`src/include/mcu_cfg.svh`:
```
/*
 * Widths, code limits and store buffer read latency for the store MCU
 */
`ifndef MCU_CFG_SVH
`define MCU_CFG_SVH

// SEW and element-width code width
`define MCU_SEW_W   3
// LMUL and EMUL code width, signed log2
`define MCU_LMUL_W  3
`define MCU_ADDR_W  32

// Highest SEW code in use, 2 selects 32-bit elements
`define MCU_SEW_MAX 2

// Store buffer read latency in cycles
// Also the depth of the write-valid line
`define MCU_RD_LAT  2

`endif
```
`src/source/mcu_pkg.sv`:
```
/*
 * Width typedefs and store sequencer state encoding
 */
`include "mcu_cfg.svh"

package mcu_pkg;

  // Element width code
  // 0 = 8 bit, 1 = 16 bit, 2 = 32 bit, 3 = 64 bit
  typedef logic [`MCU_SEW_W-1:0] sew_t;

  // Register group multiplier as signed log2
  // 0..3 -> 1, 2, 4, 8 and 5..7 -> 1/8, 1/4, 1/2, code 4 reserved
  typedef logic [`MCU_LMUL_W-1:0] lmul_t;

  // Store sequencer states
  typedef enum logic [2:0] {
    ST_IDLE,
    ST_UNIT_PREP,
    ST_UNIT_TX,
    ST_STRD_PREP,
    ST_STRD_TX_PREP,
    ST_STRD_TX
  } store_state_t;

endpackage

```
`src/source/mcu_store_top.sv`:
```
/*
 * Store side of the vector memory control unit
 * Request decode, store FSM and write-valid line
 */
`timescale 1ns/1ps

module mcu_store_top (
  input  logic           clk,
  input  logic           rstn,
  // Scheduler
  input  logic           mcu_st_vld_i,
  output logic           mcu_st_rdy_o,
  input  mcu_pkg::sew_t  mcu_sew_i,
  input  mcu_pkg::lmul_t mcu_lmul_i,
  input  mcu_pkg::sew_t  mcu_data_width_i,
  input  logic           mcu_unit_ld_st_i,
  input  logic           mcu_strided_ld_st_i,
  // Buffer array configuration
  output mcu_pkg::sew_t  cfg_store_data_sew_o,
  output mcu_pkg::lmul_t cfg_store_data_lmul_o,
  // Buffer array control
  output logic           store_cntr_rst_o,
  output logic           store_baseaddr_set_o,
  output logic           store_baseaddr_update_o,
  output logic           sbuff_wen_o,
  output logic           sbuff_ren_o,
  output logic           sbuff_read_stall_o,
  input  logic           sbuff_write_done_i,
  input  logic           sbuff_read_done_i,
  // Vector lane
  input  logic           vlane_store_valid_i,
  // Write channel
  output logic           ctrl_wstart_o,
  input  logic           ctrl_wdone_i,
  output logic           wr_tvalid_o,
  input  logic           wr_tready_i
);

  logic req;
  logic unit;
  logic strided;
  logic save;
  logic issue;
  logic invalidate;
  logic pipe_empty;

  ////////////////////////////////////////
  // Request decode
  ////////////////////////////////////////

  emul_cfg_decode u_decode (
    .clk                   (clk),
    .rstn                  (rstn),
    .mcu_st_vld_i          (mcu_st_vld_i),
    .mcu_sew_i             (mcu_sew_i),
    .mcu_lmul_i            (mcu_lmul_i),
    .mcu_data_width_i      (mcu_data_width_i),
    .mcu_unit_ld_st_i      (mcu_unit_ld_st_i),
    .mcu_strided_ld_st_i   (mcu_strided_ld_st_i),
    .save_i                (save),
    .req_o                 (req),
    .unit_o                (unit),
    .strided_o             (strided),
    .cfg_store_data_sew_o  (cfg_store_data_sew_o),
    .cfg_store_data_lmul_o (cfg_store_data_lmul_o)
  );

  ////////////////////////////////////////
  // Store sequencer
  ////////////////////////////////////////

  store_seq u_seq (
    .clk                     (clk),
    .rstn                    (rstn),
    .req_i                   (req),
    .unit_i                  (unit),
    .strided_i               (strided),
    .vlane_store_valid_i     (vlane_store_valid_i),
    .sbuff_write_done_i      (sbuff_write_done_i),
    .sbuff_read_done_i       (sbuff_read_done_i),
    .ctrl_wdone_i            (ctrl_wdone_i),
    .wr_tready_i             (wr_tready_i),
    .pipe_empty_i            (pipe_empty),
    .mcu_st_rdy_o            (mcu_st_rdy_o),
    .save_o                  (save),
    .store_cntr_rst_o        (store_cntr_rst_o),
    .store_baseaddr_set_o    (store_baseaddr_set_o),
    .store_baseaddr_update_o (store_baseaddr_update_o),
    .sbuff_wen_o             (sbuff_wen_o),
    .sbuff_ren_o             (sbuff_ren_o),
    .sbuff_read_stall_o      (sbuff_read_stall_o),
    .ctrl_wstart_o           (ctrl_wstart_o),
    .issue_o                 (issue),
    .invalidate_o            (invalidate)
  );

  // Buffer read stall also holds the valid line
  wr_stream_pipe u_pipe (
    .clk          (clk),
    .rstn         (rstn),
    .issue_i      (issue),
    .stall_i      (sbuff_read_stall_o),
    .invalidate_i (invalidate),
    .wr_tvalid_o  (wr_tvalid_o),
    .pipe_empty_o (pipe_empty)
  );

endmodule

```
`src/source/wr_stream_pipe.sv`:
```
/*
 * Stallable write-valid delay line matching the buffer read latency
 */
`timescale 1ns/1ps
`include "mcu_cfg.svh"

module wr_stream_pipe (
  input  logic clk,
  input  logic rstn,
  // From the sequencer
  input  logic issue_i,
  input  logic stall_i,
  input  logic invalidate_i,
  // Write channel valid
  output logic wr_tvalid_o,
  // No read in flight
  output logic pipe_empty_o
);

  // One flag per buffer read stage, index 0 is the newest
  logic [`MCU_RD_LAT-1:0] vld_q;

  ////////////////////////////////////////
  // Delay line
  ////////////////////////////////////////

  // Moves in lock step with the store buffer read path,
  // so both hold together while stall is high
  always_ff @(posedge clk or negedge rstn) begin
    if (!rstn) begin
      vld_q <= '0;
    end else if (!stall_i) begin
      vld_q[0] <= issue_i;
      for (int i = 1; i < `MCU_RD_LAT; i++) begin
        vld_q[i] <= vld_q[i-1];
      end
    end
  end

  ////////////////////////////////////////
  // Outputs
  ////////////////////////////////////////

  // Head beat is hidden while the sequencer invalidates
  assign wr_tvalid_o = vld_q[`MCU_RD_LAT-1] & ~invalidate_i;

  assign pipe_empty_o = ~|vld_q;

endmodule

```
`src/source/store_seq.sv`:
```
/*
 * Store FSM for unit-stride and strided stores
 * Drives store buffer enables, write channel start and the valid line
 */
`timescale 1ns/1ps

module store_seq (
  input  logic clk,
  input  logic rstn,
  // Decoded request
  input  logic req_i,
  input  logic unit_i,
  input  logic strided_i,
  // Vector lane
  input  logic vlane_store_valid_i,
  // Store buffer status levels
  input  logic sbuff_write_done_i,
  input  logic sbuff_read_done_i,
  // Write channel controller
  input  logic ctrl_wdone_i,
  input  logic wr_tready_i,
  // Valid line status
  input  logic pipe_empty_i,
  // Scheduler handshake
  output logic mcu_st_rdy_o,
  // Configuration capture
  output logic save_o,
  // Store buffer control
  output logic store_cntr_rst_o,
  output logic store_baseaddr_set_o,
  output logic store_baseaddr_update_o,
  output logic sbuff_wen_o,
  output logic sbuff_ren_o,
  output logic sbuff_read_stall_o,
  // Write channel start
  output logic ctrl_wstart_o,
  // Valid line control
  output logic issue_o,
  output logic invalidate_o
);

  mcu_pkg::store_state_t state_q;
  mcu_pkg::store_state_t state_d;

  ////////////////////////////////////////
  // State register
  ////////////////////////////////////////

  always_ff @(posedge clk or negedge rstn) begin
    if (!rstn) begin
      state_q <= mcu_pkg::ST_IDLE;
    end else begin
      state_q <= state_d;
    end
  end

  ////////////////////////////////////////
  // Next state and control strobes
  ////////////////////////////////////////

  always_comb begin
    state_d                 = state_q;
    mcu_st_rdy_o            = 1'b0;
    save_o                  = 1'b0;
    store_cntr_rst_o        = 1'b0;
    store_baseaddr_set_o    = 1'b0;
    store_baseaddr_update_o = 1'b0;
    sbuff_wen_o             = 1'b0;
    sbuff_ren_o             = 1'b0;
    sbuff_read_stall_o      = 1'b0;
    ctrl_wstart_o           = 1'b0;
    issue_o                 = 1'b0;
    invalidate_o            = 1'b0;

    case (state_q)
      mcu_pkg::ST_IDLE: begin
        mcu_st_rdy_o = 1'b1;
        // Requests without a store kind are dropped here
        if (req_i && (unit_i || strided_i)) begin
          save_o               = 1'b1;
          store_cntr_rst_o     = 1'b1;
          store_baseaddr_set_o = 1'b1;
          if (unit_i) begin
            state_d = mcu_pkg::ST_UNIT_PREP;
          end else begin
            state_d = mcu_pkg::ST_STRD_PREP;
          end
        end
      end

      // Unit-stride: fill, then one burst over the whole buffer
      mcu_pkg::ST_UNIT_PREP: begin
        if (sbuff_write_done_i) begin
          // First read goes out together with the burst start
          ctrl_wstart_o = 1'b1;
          sbuff_ren_o   = 1'b1;
          issue_o       = 1'b1;
          state_d       = mcu_pkg::ST_UNIT_TX;
        end else begin
          sbuff_wen_o = vlane_store_valid_i;
        end
      end

      mcu_pkg::ST_UNIT_TX: begin
        if (wr_tready_i) begin
          sbuff_ren_o = !sbuff_read_done_i;
          issue_o     = !sbuff_read_done_i;
        end else begin
          // Freeze buffer output and valid line, hide the head beat
          sbuff_read_stall_o = 1'b1;
          invalidate_o       = 1'b1;
        end
        if (sbuff_read_done_i && ctrl_wdone_i) begin
          state_d = mcu_pkg::ST_IDLE;
        end
      end

      // Strided: fill, then one single-beat write per element
      mcu_pkg::ST_STRD_PREP: begin
        if (sbuff_write_done_i) begin
          state_d = mcu_pkg::ST_STRD_TX_PREP;
        end else begin
          sbuff_wen_o = vlane_store_valid_i;
        end
      end

      mcu_pkg::ST_STRD_TX_PREP: begin
        sbuff_ren_o   = 1'b1;
        issue_o       = 1'b1;
        ctrl_wstart_o = 1'b1;
        state_d       = mcu_pkg::ST_STRD_TX;
      end

      mcu_pkg::ST_STRD_TX: begin
        // No new reads; the element in flight waits out back-pressure
        sbuff_read_stall_o = !wr_tready_i;
        invalidate_o       = !wr_tready_i;
        if (ctrl_wdone_i) begin
          store_baseaddr_update_o = 1'b1;
          if (sbuff_read_done_i && pipe_empty_i) begin
            state_d = mcu_pkg::ST_IDLE;
          end else begin
            state_d = mcu_pkg::ST_STRD_TX_PREP;
          end
        end
      end

      default: begin
        state_d = mcu_pkg::ST_IDLE;
      end
    endcase
  end

endmodule

```
`src/source/emul_cfg_decode.sv`:
```
/*
 * Store request register, EMUL arithmetic and store configuration capture
 */
`timescale 1ns/1ps
`include "mcu_cfg.svh"

module emul_cfg_decode (
  input  logic               clk,
  input  logic               rstn,
  // Scheduler side
  input  logic               mcu_st_vld_i,
  input  mcu_pkg::sew_t      mcu_sew_i,
  input  mcu_pkg::lmul_t     mcu_lmul_i,
  input  mcu_pkg::sew_t      mcu_data_width_i,
  input  logic               mcu_unit_ld_st_i,
  input  logic               mcu_strided_ld_st_i,
  // Capture strobe from the sequencer
  input  logic               save_i,
  // Towards the sequencer
  output logic               req_o,
  output logic               unit_o,
  output logic               strided_o,
  // Buffer array configuration
  output mcu_pkg::sew_t      cfg_store_data_sew_o,
  output mcu_pkg::lmul_t     cfg_store_data_lmul_o
);

  // Two guard bits keep the sum exact before it is folded back to 3 bits
  logic signed [`MCU_LMUL_W+1:0] emul_log;
  mcu_pkg::lmul_t                emul;

  ////////////////////////////////////////
  // Request strobe and store kind
  ////////////////////////////////////////

  // Kind bits sampled with the strobe, the scheduler holds them anyway
  always_ff @(posedge clk or negedge rstn) begin
    if (!rstn) begin
      req_o     <= 1'b0;
      unit_o    <= 1'b0;
      strided_o <= 1'b0;
    end else begin
      req_o <= mcu_st_vld_i;
      if (mcu_st_vld_i) begin
        unit_o    <= mcu_unit_ld_st_i;
        strided_o <= mcu_strided_ld_st_i;
      end
    end
  end

  ////////////////////////////////////////
  // EMUL = LMUL * EEW / SEW
  ////////////////////////////////////////

  // In log form this is lmul + eew - sew
  // Width and SEW codes are unsigned, LMUL is two's complement
  assign emul_log = $signed(mcu_lmul_i)
                  + $signed({1'b0, mcu_data_width_i})
                  - $signed({1'b0, mcu_sew_i});

  // Legal combinations land in -3..3, so the low bits hold the code
  assign emul = emul_log[`MCU_LMUL_W-1:0];

  ////////////////////////////////////////
  // Configuration registers
  ////////////////////////////////////////

  always_ff @(posedge clk or negedge rstn) begin
    if (!rstn) begin
      cfg_store_data_sew_o  <= '0;
      cfg_store_data_lmul_o <= '0;
    end else if (save_i) begin
      // Data is moved at the element width, not at SEW
      cfg_store_data_sew_o  <= mcu_data_width_i;
      cfg_store_data_lmul_o <= emul;
    end
  end

endmodule

```
`config.mk`:
```
export PLATFORM = sky130hd
export DESIGN_NAME = mcu_store_top
export DESIGN_NICKNAME = d
export VERILOG_FILES = /design/src/source/mcu_pkg.sv /design/src/source/mcu_store_top.sv /design/src/source/wr_stream_pipe.sv /design/src/source/store_seq.sv /design/src/source/emul_cfg_decode.sv
export VERILOG_INCLUDE_DIRS = /design/src /design/src/include
export SDC_FILE = /design/constraint.sdc
export NUM_CORES = 1
export LEC_CHECK = 0
export BUFFER_PORTS_ARGS = -buffer_cell sky130_fd_sc_hd__buf_2
export CORE_ASPECT_RATIO = 0.75
export CORE_MARGIN = 2
export CORE_UTILIZATION = 46
export CTS_CLUSTER_DIAMETER = 40
export DETAILED_ROUTE_END_ITERATION = 10
export GPL_ROUTABILITY_DRIVEN = 0
export PLACE_DENSITY = 0.77
export SLEW_MARGIN = 10
export SYNTH_ARGS = -nofsm -noshare
export SYNTH_HDL_FRONTEND = slang
export SYNTH_SLANG_ARGS = --single-unit
```
`constraint.sdc`:
```
create_clock -name clk -period 1.8 [get_ports clk]
set_clock_uncertainty 0.15 [all_clocks]
set_input_delay 0.36 -clock clk [delete_from_list [all_inputs] [get_ports clk]]
set_output_delay 0.36 -clock clk [all_outputs]
set_load 0.01 [all_outputs]
```
-- Yosys cells after proc, flatten, opt, wreduce, memory -nomap -nowiden
Index checks and enable logic that the tools add are counted.
- output and inout bits: 15
- register bits after elaboration: 14
- muxes and demuxes: 21
- add/subtract/negate cells: 2
- equality and inequality tests: 10
- bitwise gates (word level): 2
- reductions and logical operators: 11
- operators by type and width (operator ; count):
    $mux W3 ; 6
    $pmux W3 S6 ; 1
    $mux W1 ; 10
    $eq A3 B2 Y1 const B ; 2
    $eq A3 B3 Y1 const B ; 2
    $ne A2 B2 Y1 const B ; 3
    $reduce_and A5 Y1 ; 1
    $ne A2 B1 Y1 const B ; 2
    $pmux W1 S2 ; 2
    $reduce_or A2 Y1 ; 2
    $add A3 B3 Y3 ; 1
    $eq A3 B1 Y1 const B ; 1
    $logic_and A1 B1 Y1 ; 3
    $logic_not A1 Y1 ; 3
    $logic_not A3 Y1 ; 1
    $pmux W1 S3 ; 1
    $sub A3 B3 Y3 ; 1
    $mux W2 ; 1
    $and A1 B1 Y1 ; 1
    $logic_or A1 B1 Y1 ; 1
    $not A1 Y1 ; 1

-- Depth between registers and ports, before layout
Gate-level depths: netlist (run 1).
- word-level depth: 6
- gate-level depth with buffers: 9
- mapped depth without buffers: 9

-- By module
From an unflattened synthesis (run 1), not the netlist that was laid out.
- cell total of the unflattened synthesis: 76
- area total of the unflattened synthesis: 878.3 µm²
- modules (own cells, without submodules) (module ; area an instance (µm²) ; cells each ; times used):
    emul_cfg_decode ; 457.9 ; 31 ; 1
    store_seq ; 337.8 ; 39 ; 1
    wr_stream_pipe ; 82.6 ; 6 ; 1

-- Worst setup path after synthesis (run 1)
Ideal clock, no wire load.
- kind: input port to flip-flop
- start point: in mcu_lmul_i[1]
- end point: reg u_decode.cfg_store_data_lmul_o[2]
- path buffers: 0
- cell stages on the path: 6
- setup time: 0.125 ns
- arrival time: 1.808 ns
- path slack: -0.283 ns
- cells stage by stage: inv_1 -> fa_1 -> fa_1 -> xnor2_1 -> xnor2_1 -> mux2_2
- cells in the longest elaborated chain, start to end: 2
- ends and longest elaborated chain (item ; line ; text):
    start: declaration ; mcu_store_top.sv:14 ; input mcu_pkg::lmul_t mcu_lmul_i,
    $add A3 B3 Y3 ; emul_cfg_decode.sv:58 ; + $signed({1'b0, mcu_data_width_i})
    $sub A3 B3 Y3 ; emul_cfg_decode.sv:59 ; - $signed({1'b0, mcu_sew_i});
    end signal: assignment ; emul_cfg_decode.sv:75 ; cfg_store_data_lmul_o <= emul;
    end: declaration ; emul_cfg_decode.sv:25 ; output mcu_pkg::lmul_t cfg_store_data_lmul_o
Every way passes these cells.
A chain may end at the register's enable or synchronous reset.

-- Final worst setup path (run 1)
- start point: reg u_seq.state_q[0]
- end point: out sbuff_ren_o
- cells in the longest elaborated chain, start to end: 2
- elaborated cells on any way between the ends: 4
- those cells by class: 3 x eq/ne; 1 x mux
- ends and longest elaborated chain (item ; line ; text):
    start: declaration ; store_seq.sv:42 ; mcu_pkg::store_state_t state_q;
    start signal: assignment ; store_seq.sv:51 ; state_q <= mcu_pkg::ST_IDLE;
    start signal: assignment ; store_seq.sv:53 ; state_q <= state_d;
    $eq A3 B3 Y1 (tied with other cells) ; store_seq.sv:75 ; case (state_q)
    $pmux W1 S3 * ; store_seq.sv:75 ;
    end: declaration ; mcu_store_top.sv:26 ; output logic sbuff_ren_o,
Mark *: on every way between the ends. The rest lies on a longest branch, timed or not.

==> results of run 1 <==
==> power by group through the flow <==
| stage | registers [mW] | clock network, mW | logic [mW] |
|---|---|---|---|
| after floorplan | 0.532 | 0 | 0.565 |
| after global placement | 0.516 | 0 | 0.821 |
| after detailed placement | 0.523 | 0 | 0.833 |
| after CTS | 0.521 | 0.176 | 1.08 |
| after global routing | 0.552 | 0.197 | 1.37 |
| final | 0.534 | 0.184 | 1.28 |
==> metrics by stage <==
| stage | utilization, % | instance area, um2 | cells | TNS [ns] | setup WS (ns) |
|---|---|---|---|---|---|
| 3_5_place_dp | 61.76 | 1065 | 129 | -0.4532 | -0.3707 |
| 4_1_cts | 71.41 | 1231 | 143 | -1.085 | -0.1992 |
| 3_3_place_gp | 61.76 | 1065 | 129 | -0.4084 | -0.3497 |
| 6_report | 75.04 | 1294 | 145 | -1.353 | -0.2949 |
| 2_1_floorplan | - | 873.3 | 74 | -0.1922 | -0.1922 |
| 5_1_grt | 75.04 | 1294 | 145 | -1.685 | -0.3251 |
==> routing by layer <==
metal | track usage, % | up-vias
li1 | - | 351
met1 | 26.20 | 385
met3 | 7.664 | 16
met4 | 10.90 | 0
met2 | 45.94 | 49
met5 | 0 | -
==> final timing paths <==
path / start / endpoint / slack, ns / cells after the start
setup / recovery: u_seq.state_q[0]$_DFFE_PN0P_ / sbuff_ren_o / -0.29 / 5
hold / removal: mcu_st_vld_i / u_decode.req_o$_DFF_PN0_ / 0.07 / 1
setup reg to reg: u_seq.state_q[2]$_DFFE_PN0P_ / u_pipe.vld_q[0]$_DFFE_PN0N_ / 0.03 / 8
hold reg to reg: u_decode.cfg_store_data_lmul_o[0]$_DFFE_PN0P_ / u_decode.cfg_store_data_lmul_o[0]$_DFFE_PN0P_ / 0.35 / 1
max in group asynchronous: rstn / u_seq.state_q[2]$_DFFE_PN0P_ / 0.89 / 2
min in group asynchronous: rstn / u_decode.cfg_store_data_sew_o[2]$_DFFE_PN0P_ / 0.34 / 2
==> repair_timing <==
action                                  in CTS  in global routing
pin swaps                                   11                  5
setup buffers                               10                  4
hold buffers                                 1                  0
endpoints found under the setup margin       8                 10
cloned                                       0                  1
gates resized for setup                     16                 14
hold endpoints to repair                    14                  0
==> worst max-delay path: stages (launching register included) <==
cell      delay, ns
dfrtp_1        0.41
buf_6          0.15
nand2_4        0.07
o211ai_1       0.31
and2_1         0.20
buf_2          0.14
==> logic make-up (layout without fill, tap and decap cells) <==
logic type               count (synthesis)  in the layout  share of synthesized area (%)
AO/OA/AOI/OAI                           10             10                          9.597
XOR/XNOR                                 3              3                          4.798
adder cells (fa/ha/maj)                  4              4                          7.796
buffers and inverters                   15             64                          9.145
flip-flops                              14             14                          41.98
multiplexers                             9              9                          11.99
AND/OR/NAND/NOR                         19             19                          14.70
==> sequential cells by signal, indices dropped and copies added, names as in the netlist <==
signal,cells
u_seq.state_q,3
u_decode.cfg_store_data_lmul_o,3
u_decode.strided_o,1
u_decode.unit_o,1
u_decode.req_o,1
u_pipe.vld_q,2
u_decode.cfg_store_data_sew_o,3
==> final cells by class <==
cell class	instances	share of cell area, %
clock buffer	3	1.741
inverter	10	3.868
multi-input combinational	45	36.17
sequential	14	27.18
tap	22	2.128
timing repair buffer	51	28.92
==> layout by cell type, fill, tap and decap left out, types with 2 or more instances in the layout <==
| cell type | n |
|---|---|
| inv_2 | 5 |
| buf_6 | 13 |
| dfrtp_1 | 13 |
| mux2_4 | 2 |
| inv_4 | 2 |
| inv_1 | 2 |
| nand3b_1 | 2 |
| clkbuf_4 | 3 |
| o21ai_0 | 2 |
| mux2_2 | 5 |
| nand2_1 | 3 |
| buf_4 | 9 |
| nor2_1 | 2 |
| buf_2 | 27 |
==> impl_metrics.py, run 1 <==
metrics = {
    "yosys": {
        "synth_nets": 97,
        "ys_ff_latch": 14,
        "synth_edf_count": 0,
        "syn_inst": 74,
        "synthMostInstantiatedCell": "dfrtp_1",
        "syn_area_per_cell_um2": 11.28,
        "netlist_area_um2": 834.6,
        "yosys.area.top_type_share_pct": 41.98,
        "ys_seq_area_share_pct": 41.98,
        "yosysTopAreaCell": "dfrtp_1",
        "ys_warn_count": 0,
        "synth.area.top_cells": "dfrtp_1 (42%), mux2_2 (9.4%), fa_1 (4.8%)",
        "ys.flop_type": "dfrtp_1",
        "synthArstFlopShare_pct": 100.0,
        "ys_types": 33,
        "ys_top_cells_by_count": "dfrtp_1 (14), inv_1 (10), mux2_2 (7), nand2_1 (5), buf_4 (3)",
    },
    "grt": {
        "grt_pass1_wl_um": 3484,
        "antenna_found_initial": 0,
        "grt_usage_pct": 24.49,
        "grt_max_degree": 15,
        "grt_overflow": 0,
        "grt_pass1_vias": 743,
    },
    "pwr": {
        "p_int_mw": 1.222,
        "power_density_mw_per_mm2": 1548,
        "switching_share_pct": 38.94,
        "pwr-share-comb_pct": 64.2,
        "finalPower_mw": 2.002,
        "p_clk_share_pct": 9.2,
        "seqPwrFrac_pct": 26.7,
        "switching_power_mw": 0.7797,
        "p_leak_nw": 0.6367,
        "ir_drop_uv": 787.2,
    },
    "worst_setup_path": {
        "path_max_fanout": 5,
        "startpoint_type": "flip-flop",
        "worstPathArrival_ns": 1.58,
        "worstSetupPathType": "flip-flop to output port",
        "endpoint_kind": "output port",
        "crit_required_ns": 1.29,
    },
    "routing": {
        "vias_per_cell": 5.524,
        "dr_wl_met3_um": 190,
        "wl_per_cell_um": 18.03,
        "vias": 801,
        "wl_met1_um": 943,
        "drt_iter0_drc": 11,
        "wl_met2_um": 1346,
        "drt-total-wl_um": 2615,
        "drtAntennaViolNets": 0,
        "drtPass1Iterations": 4,
        "top_layer_used": "met4",
        "drc": 0,
    },
    "die": {
        "die_w_um": 53.19,
        "start_util_pct": 48.40,
        "dieArea_mm2": 0.002174,
        "coreArea_mm2": 0.001724,
        "rows": 13,
        "io_pins": 34,
        "chipHeight_um": 40.89,
    },
    "sta": {
        "worstMarginPinSlew_ns": 0.5295,
        "setup_ws_ns": -0.2949,
        "slew_viol_final": 0,
        "slew_headroom_pct": 64.20,
        "setup_violations": 8,
        "fin_crit_ns": 2.095,
        "hold_violations": 0,
        "hold-worst-slack_ns": 0.06654,
        "rsz0062_at_grt": "yes",
        "fin_crit_sh_pct": 116.4,
        "fmax_ghz": 0.4774,
    },
    "layout": {
        "regArea_um2": 351.6,
        "drive_above_1_share_pct": 65.85,
        "area_growth_pct": 55.02,
        "multiInputGateArea_um2": 467.9,
        "n_antenna_cell": 0,
        "fillers": 113,
        "nNetsFinal": 148,
    },
    "clock_network": {
        "worstSkewPairLatency_ns": 0.30,
        "clkTransAtPathRegs_ns": 0.09,
        "htreeDepth": 1,
        "cts_tree": "yes",
        "cts_buffer_depth": 2,
        "numCtsBuffers": 3,
        "clock_sinks": 14,
        "root_buffer": "clkbuf_4",
    },
    "run": {
        "drv_cap": 0,
    },
    "placed_design": {
        "port_buffers": 33,
        "dp_hpwl_um": 1333,
    },
    "hold_path": {
        "hold_class": "primary input to flip-flop",
    },
    "outcome": {
        "violations": "setup timing",
        "outcome": "finished with violations",
    },
}
Note: power is estimated with default switching activity, not from simulation.
==> run 2, diff against run 1 <==
--- a/config.mk
+++ b/config.mk
@@ -9,11 +9,11 @@
 export BUFFER_PORTS_ARGS = -buffer_cell sky130_fd_sc_hd__buf_2
 export CORE_ASPECT_RATIO = 0.75
 export CORE_MARGIN = 2
-export CORE_UTILIZATION = 46
+export CORE_UTILIZATION = 35
 export CTS_CLUSTER_DIAMETER = 40
 export DETAILED_ROUTE_END_ITERATION = 10
 export GPL_ROUTABILITY_DRIVEN = 0
-export PLACE_DENSITY = 0.77
+export GPL_TIMING_DRIVEN = 0
 export SLEW_MARGIN = 10
 export SYNTH_ARGS = -nofsm -noshare
 export SYNTH_HDL_FRONTEND = slang
==> constraint.sdc (replaced) <==
create_clock -name clk -period 1.8 [get_ports clk]
set_clock_uncertainty 0.15 [all_clocks]
set_input_delay 0.09 -clock clk [delete_from_list [all_inputs] [get_ports clk]]
set_output_delay 0.09 -clock clk [all_outputs]
set_load 0.01 [all_outputs]
==> impl_metrics.py, run 2 (same netlist as run 1, synthesis figures left out) <==
metrics = {
    "outcome": {
        "outcome": "complete, no violations",
    },
    "layout": {
        "n_antenna_cell": 0,
        "reg_top3": "u_decode.cfg_store_data_lmul_o x3, u_decode.cfg_store_data_sew_o x3, u_seq.state_q x3",
        "regArea_um2": 351.6,
        "nNetsFinal": 153,
        "multiInputGateArea_um2": 421.7,
        "area_growth_pct": 50.52,
        "mostFrequentLayoutCell": "buf_2",
        "drive_above_1_share_pct": 51.94,
        "fillers": 205,
        "final_cell_mix": "buf_2 (33), dfrtp_1 (13), buf_4 (11), inv_1 (10), dlygate4sd3_1 (8)",
    },
    "grt": {
        "antenna_found_initial": 0,
        "grt_overflow": 0,
        "grt_max_degree": 15,
        "grt_pass1_wl_um": 2635,
        "grt_pass1_vias": 642,
        "grt_usage_pct": 13.23,
    },
    "sta": {
        "setup_ws_ns": 0.02683,
        "slew_headroom_pct": 79.09,
        "worstMarginPinSlew_ns": 0.3092,
        "hold_violations": 0,
        "fmax_ghz": 0.5640,
        "fin_crit_ns": 1.773,
        "slew_viol_final": 0,
        "fin_crit_sh_pct": 98.51,
        "rsz0062_at_grt": "yes",
        "setup_violations": 0,
    },
    "worst_setup_path": {
        "worstPathArrival_ns": 1.53,
        "crit_required_ns": 1.56,
        "startpoint_type": "flip-flop",
        "max_stage_delay_ns": 0.38,
        "reg2reg_from": "u_seq.state_q[2]$_DFFE_PN0P_",
        "worstSetupPathType": "flip-flop to output port",
        "crit_slowest_cell": "dfrtp_1",
        "path_max_fanout": 8,
        "setup.worst_path.start": "u_decode.unit_o$_DFFE_PN0P_",
        "path_cells": "or2_2 -> and3_4 -> buf_6 -> buf_4 -> buf_2",
        "endpoint_kind": "output port",
    },
    "clock_network": {
        "worstSkewPairLatency_ns": 0.28,
        "htreeDepth": 1,
        "cts_tree": "yes",
        "clock_sinks": 14,
        "clkTransAtPathRegs_ns": 0.08,
        "root_buffer": "clkbuf_4",
        "cts_buffer_depth": 2,
        "numCtsBuffers": 3,
    },
    "routing": {
        "drtPass1Iterations": 4,
        "drc": 0,
        "vias": 733,
        "vias_per_cell": 4.497,
        "drt_iter0_drc": 12,
        "drt-total-wl_um": 1845,
        "wl_per_cell_um": 11.32,
        "drtAntennaViolNets": 0,
    },
    "die": {
        "chipHeight_um": 46.29,
        "coreArea_mm2": 0.002271,
        "rows": 15,
        "start_util_pct": 36.75,
        "die_w_um": 60.39,
        "dieArea_mm2": 0.002795,
        "io_pins": 34,
    },
    "hold_path": {
        "hold_class": "primary input to flip-flop",
        "hold_start": "mcu_lmul_i[0]",
    },
    "pwr": {
        "ir_drop_uv": 543.3,
        "power_density_mw_per_mm2": 1357,
        "finalPower_mw": 1.705,
        "p_leak_nw": 0.6272,
    },
    "placed_design": {
        "dp_hpwl_um": 1290,
        "place_ws_ns": -0.1172,
        "port_buffers": 33,
    },
    "run": {
        "drv_cap": 0,
    },
}
-- run 2: cell types whose count changed in the layout (fill, tap and decap cells not counted), moves of 2 or more --
cell,change
nand2_1,+2
mux2_4,-2
dlygate4sd3_1,+7
inv_4,-2
buf_6,-10
buf_2,+6
mux2_2,+2
buf_4,+2
inv_1,+8
ha_1,+2
inv_2,-5
-- run 2: what timing repair did --
item	CTS	global route
gates resized for setup	1	4
hold buffers	8	0
buffers inserted	3	8
hold endpoints to repair	21	0
endpoints found under the setup margin	3	5
pin swaps	1	2
-- run 2: per-stage QoR --
stage          setup TNS (ns)  util [%]  cell area (um2)  hold WS, ns  cells
6_report                    0     55.32             1256      0.01861    163
5_1_grt               -0.1611     55.32             1256     0.008285    163
4_1_cts             -0.003134     52.29             1187     0.008492    156
3_5_place_dp          -0.1172     46.01             1045      -0.1535    141
3_3_place_gp          -0.1013     46.01             1045      -0.1553    141
2_1_floorplan               0         -            837.1      -0.3556     74
-- run 2: power breakdown --
part	leakage, nW	switching, mW	internal, mW
sequential	0.169	0.0723	0.443
combinational	0.438	0.442	0.528
clock	0.0210	0.0959	0.123
total	0.627	0.610	1.09
-- run 2: worst paths after layout --
check / to / slack [ns] / cells after the start
hold reg to reg: u_decode.cfg_store_data_sew_o[2]$_DFFE_PN0P_ / 0.36 / 1
setup reg to reg: u_pipe.vld_q[1]$_DFFE_PN0N_ / 0.04 / 5
min in group asynchronous: u_decode.cfg_store_data_lmul_o[0]$_DFFE_PN0P_ / 0.06 / 2
hold / removal: u_decode.cfg_store_data_lmul_o[0]$_DFFE_PN0P_ / 0.02 / 3
setup / recovery: store_cntr_rst_o / 0.03 / 5
max in group asynchronous: u_seq.state_q[0]$_DFFE_PN0P_ / 1.18 / 2
-- run 2: layout make-up --
type,count,share of cell area (%)
Buffer,4,3.287
Clock buffer,4,2.888
Inverter,10,2.988
Multi-Input combinational cell,45,33.57
Sequential cell,14,27.99
Tap cell,34,3.386
Timing Repair Buffer,52,25.90
-- run 2: per-layer routing --
layer / part of all wire [%] / GRT usage (%) / vias to the layer above
met3: 3.7 / 5.056 / 4
li1: - / - / 364
met1: 44 / 15.36 / 345
met4: 1.1 / 5.333 / 0
met5: 0 / 0 / -
met2: 51 / 22.17 / 20
-- run 2: critical path, delay by kind of cell (launching register included) --
| kind | cells | cell delay (ns) |
|---|---|---|
| AND/OR/NAND/NOR | 2 | 0.50 |
| flip-flops | 1 | 0.38 |
| buffers and inverters | 3 | 0.38 |
==> run 3, diff against run 2 <==
==> constraint.sdc (replaced) <==
create_clock -name clk -period 1.9 [get_ports clk]
set_clock_uncertainty 0.15 [all_clocks]
set_input_delay 0.095 -clock clk [delete_from_list [all_inputs] [get_ports clk]]
set_output_delay 0.095 -clock clk [all_outputs]
set_load 0.01 [all_outputs]
==> impl_metrics.py, run 3 (same netlist as run 1, synthesis figures left out) <==
metrics = {
    "sta": {
        "hold-worst-slack_ns": 0.04070,
        "setup_tns_ns": 0,
        "fin_crit_ns": 1.810,
        "fmax_ghz": 0.5526,
        "slew_viol_final": 0,
        "setup_ws_ns": 0.09032,
        "fin_crit_sh_pct": 95.25,
        "setup_violations": 0,
        "rsz0062_at_grt": "no",
        "hold_violations": 0,
        "worstMarginPinSlew_ns": 0.3306,
        "slew_headroom_pct": 77.65,
    },
    "layout": {
        "instances_no_fill": 153,
        "reg_top3": "u_decode.cfg_store_data_lmul_o x3, u_decode.cfg_store_data_sew_o x3, u_seq.state_q x3",
        "mostFrequentLayoutCell": "buf_2",
        "final_cell_mix": "buf_2 (34), dfrtp_1 (14), inv_1 (10), dlygate4sd3_1 (8), mux2_2 (7)",
        "drive_above_1_share_pct": 44.54,
        "area_growth_pct": 38.83,
        "fillers": 199,
        "n_antenna_cell": 0,
        "nNetsFinal": 143,
    },
    "worst_setup_path": {
        "path_max_fanout": 8,
        "endpoint_kind": "output port",
        "worstPathArrival_ns": 1.56,
        "crit_required_ns": 1.65,
        "startpoint_type": "flip-flop",
        "worstSetupPathType": "flip-flop to output port",
    },
    "die": {
        "coreArea_mm2": 0.002271,
        "start_util_pct": 36.75,
        "die_w_um": 60.39,
        "rows": 15,
        "io_pins": 34,
        "dieArea_mm2": 0.002795,
        "chipHeight_um": 46.29,
    },
    "clock_network": {
        "clkTransAtPathRegs_ns": 0.08,
        "numCtsBuffers": 3,
        "worstSkewPairLatency_ns": 0.27,
        "post-cts-setup-buffer-count": 0,
        "htreeDepth": 1,
        "cts_buffer_depth": 2,
        "clock_sinks": 14,
        "root_buffer": "clkbuf_4",
        "cts_tree": "yes",
    },
    "grt": {
        "grt_pass1_vias": 596,
        "grt_usage_pct": 12.52,
        "grt_max_degree": 15,
        "antenna_found_initial": 0,
        "grt_pass1_wl_um": 2497,
        "grt_overflow": 0,
    },
    "routing": {
        "vias_per_cell": 4.477,
        "vias": 685,
        "wl_per_cell_um": 10.58,
        "drt_iter0_drc": 6,
        "drtAntennaViolNets": 0,
        "drc": 0,
        "drtPass1Iterations": 3,
        "drt-total-wl_um": 1619,
    },
    "pwr": {
        "ir_drop_uv": 442.5,
        "p_leak_nw": 0.5752,
        "power_density_mw_per_mm2": 1261,
    },
    "outcome": {
        "outcome": "complete, no violations",
    },
    "placed_design": {
        "dp_cells": 141,
        "port_buffers": 33,
        "place_ws_ns": -0.05079,
        "dp_hpwl_um": 1285,
    },
    "hold_path": {
        "hold_class": "primary input to flip-flop",
    },
    "run": {
        "drv_cap": 0,
    },
}
## run 3: worst max-delay path, cell delays in order (launching register included)
cell and delay [ns]:
dfrtp_1 0.40, or2_2 0.29, and3_1 0.18, buf_4 0.16
buf_4 0.13, buf_2 0.12
## run 3: final cells by class
class	instances	area (um2)	share of cell area [%]
inverters	10	37.54	3.240
flip-flops and latches	14	350.3	30.24
clock buffers	4	36.28	3.132
repair buffers	41	245.2	21.17
multi-input cells	45	407.9	35.21
plain buffers	5	38.79	3.348
well taps	34	42.54	3.672
## run 3: what timing repair did
| action | CTS | global route |
|---|---|---|
| endpoints found under the setup margin | 0 | 1 |
| hold buffers | 8 | 0 |
| hold endpoints to repair | 21 | 0 |
| resized for setup | 0 | 0 |
## run 3: per-stage QoR
stage          total power, mW  utilization, %  instance area [um2]
2_1_floorplan            1.019               -                834.6
3_3_place_gp             1.248           45.90                 1042
3_5_place_dp             1.263           45.90                 1042
4_1_cts                  1.486           51.02                 1159
5_1_grt                  1.585           51.02                 1159
6_report                 1.461           51.02                 1159
## run 3: final timing paths
path | end | slack, ns | depth (start not counted) | from
max in group asynchronous | u_seq.state_q[1]$_DFFE_PN0P_ | 1.28 | 2 | rstn
min | u_decode.cfg_store_data_lmul_o[0]$_DFFE_PN0P_ | 0.04 | 3 | mcu_lmul_i[0]
min reg2reg | u_decode.cfg_store_data_sew_o[0]$_DFFE_PN0P_ | 0.36 | 1 | u_decode.cfg_store_data_sew_o[0]$_DFFE_PN0P_
max reg2reg | u_pipe.vld_q[1]$_DFFE_PN0N_ | 0.21 | 4 | u_seq.state_q[0]$_DFFE_PN0P_
max | store_cntr_rst_o | 0.09 | 5 | u_decode.strided_o$_DFFE_PN0P_
min in group asynchronous | u_decode.cfg_store_data_sew_o[0]$_DFFE_PN0P_ | 0.09 | 2 | rstn
## run 3: per-layer routing
metal / wire length [um] / global-route usage (%)
met1: 740 / 14.69
met2: 826 / 21.74
met3: 39 / 5.056
met4: 12 / 2.667
met5: 0 / 0
## run 3: report_power, final
part / internal, mW / switching [mW] / total, mW
Clock: 0.116 / 0.0845 / 0.201
Combinational: 0.398 / 0.394 / 0.792
Sequential: 0.418 / 0.0511 / 0.469
Total: 0.932 / 0.529 / 1.46
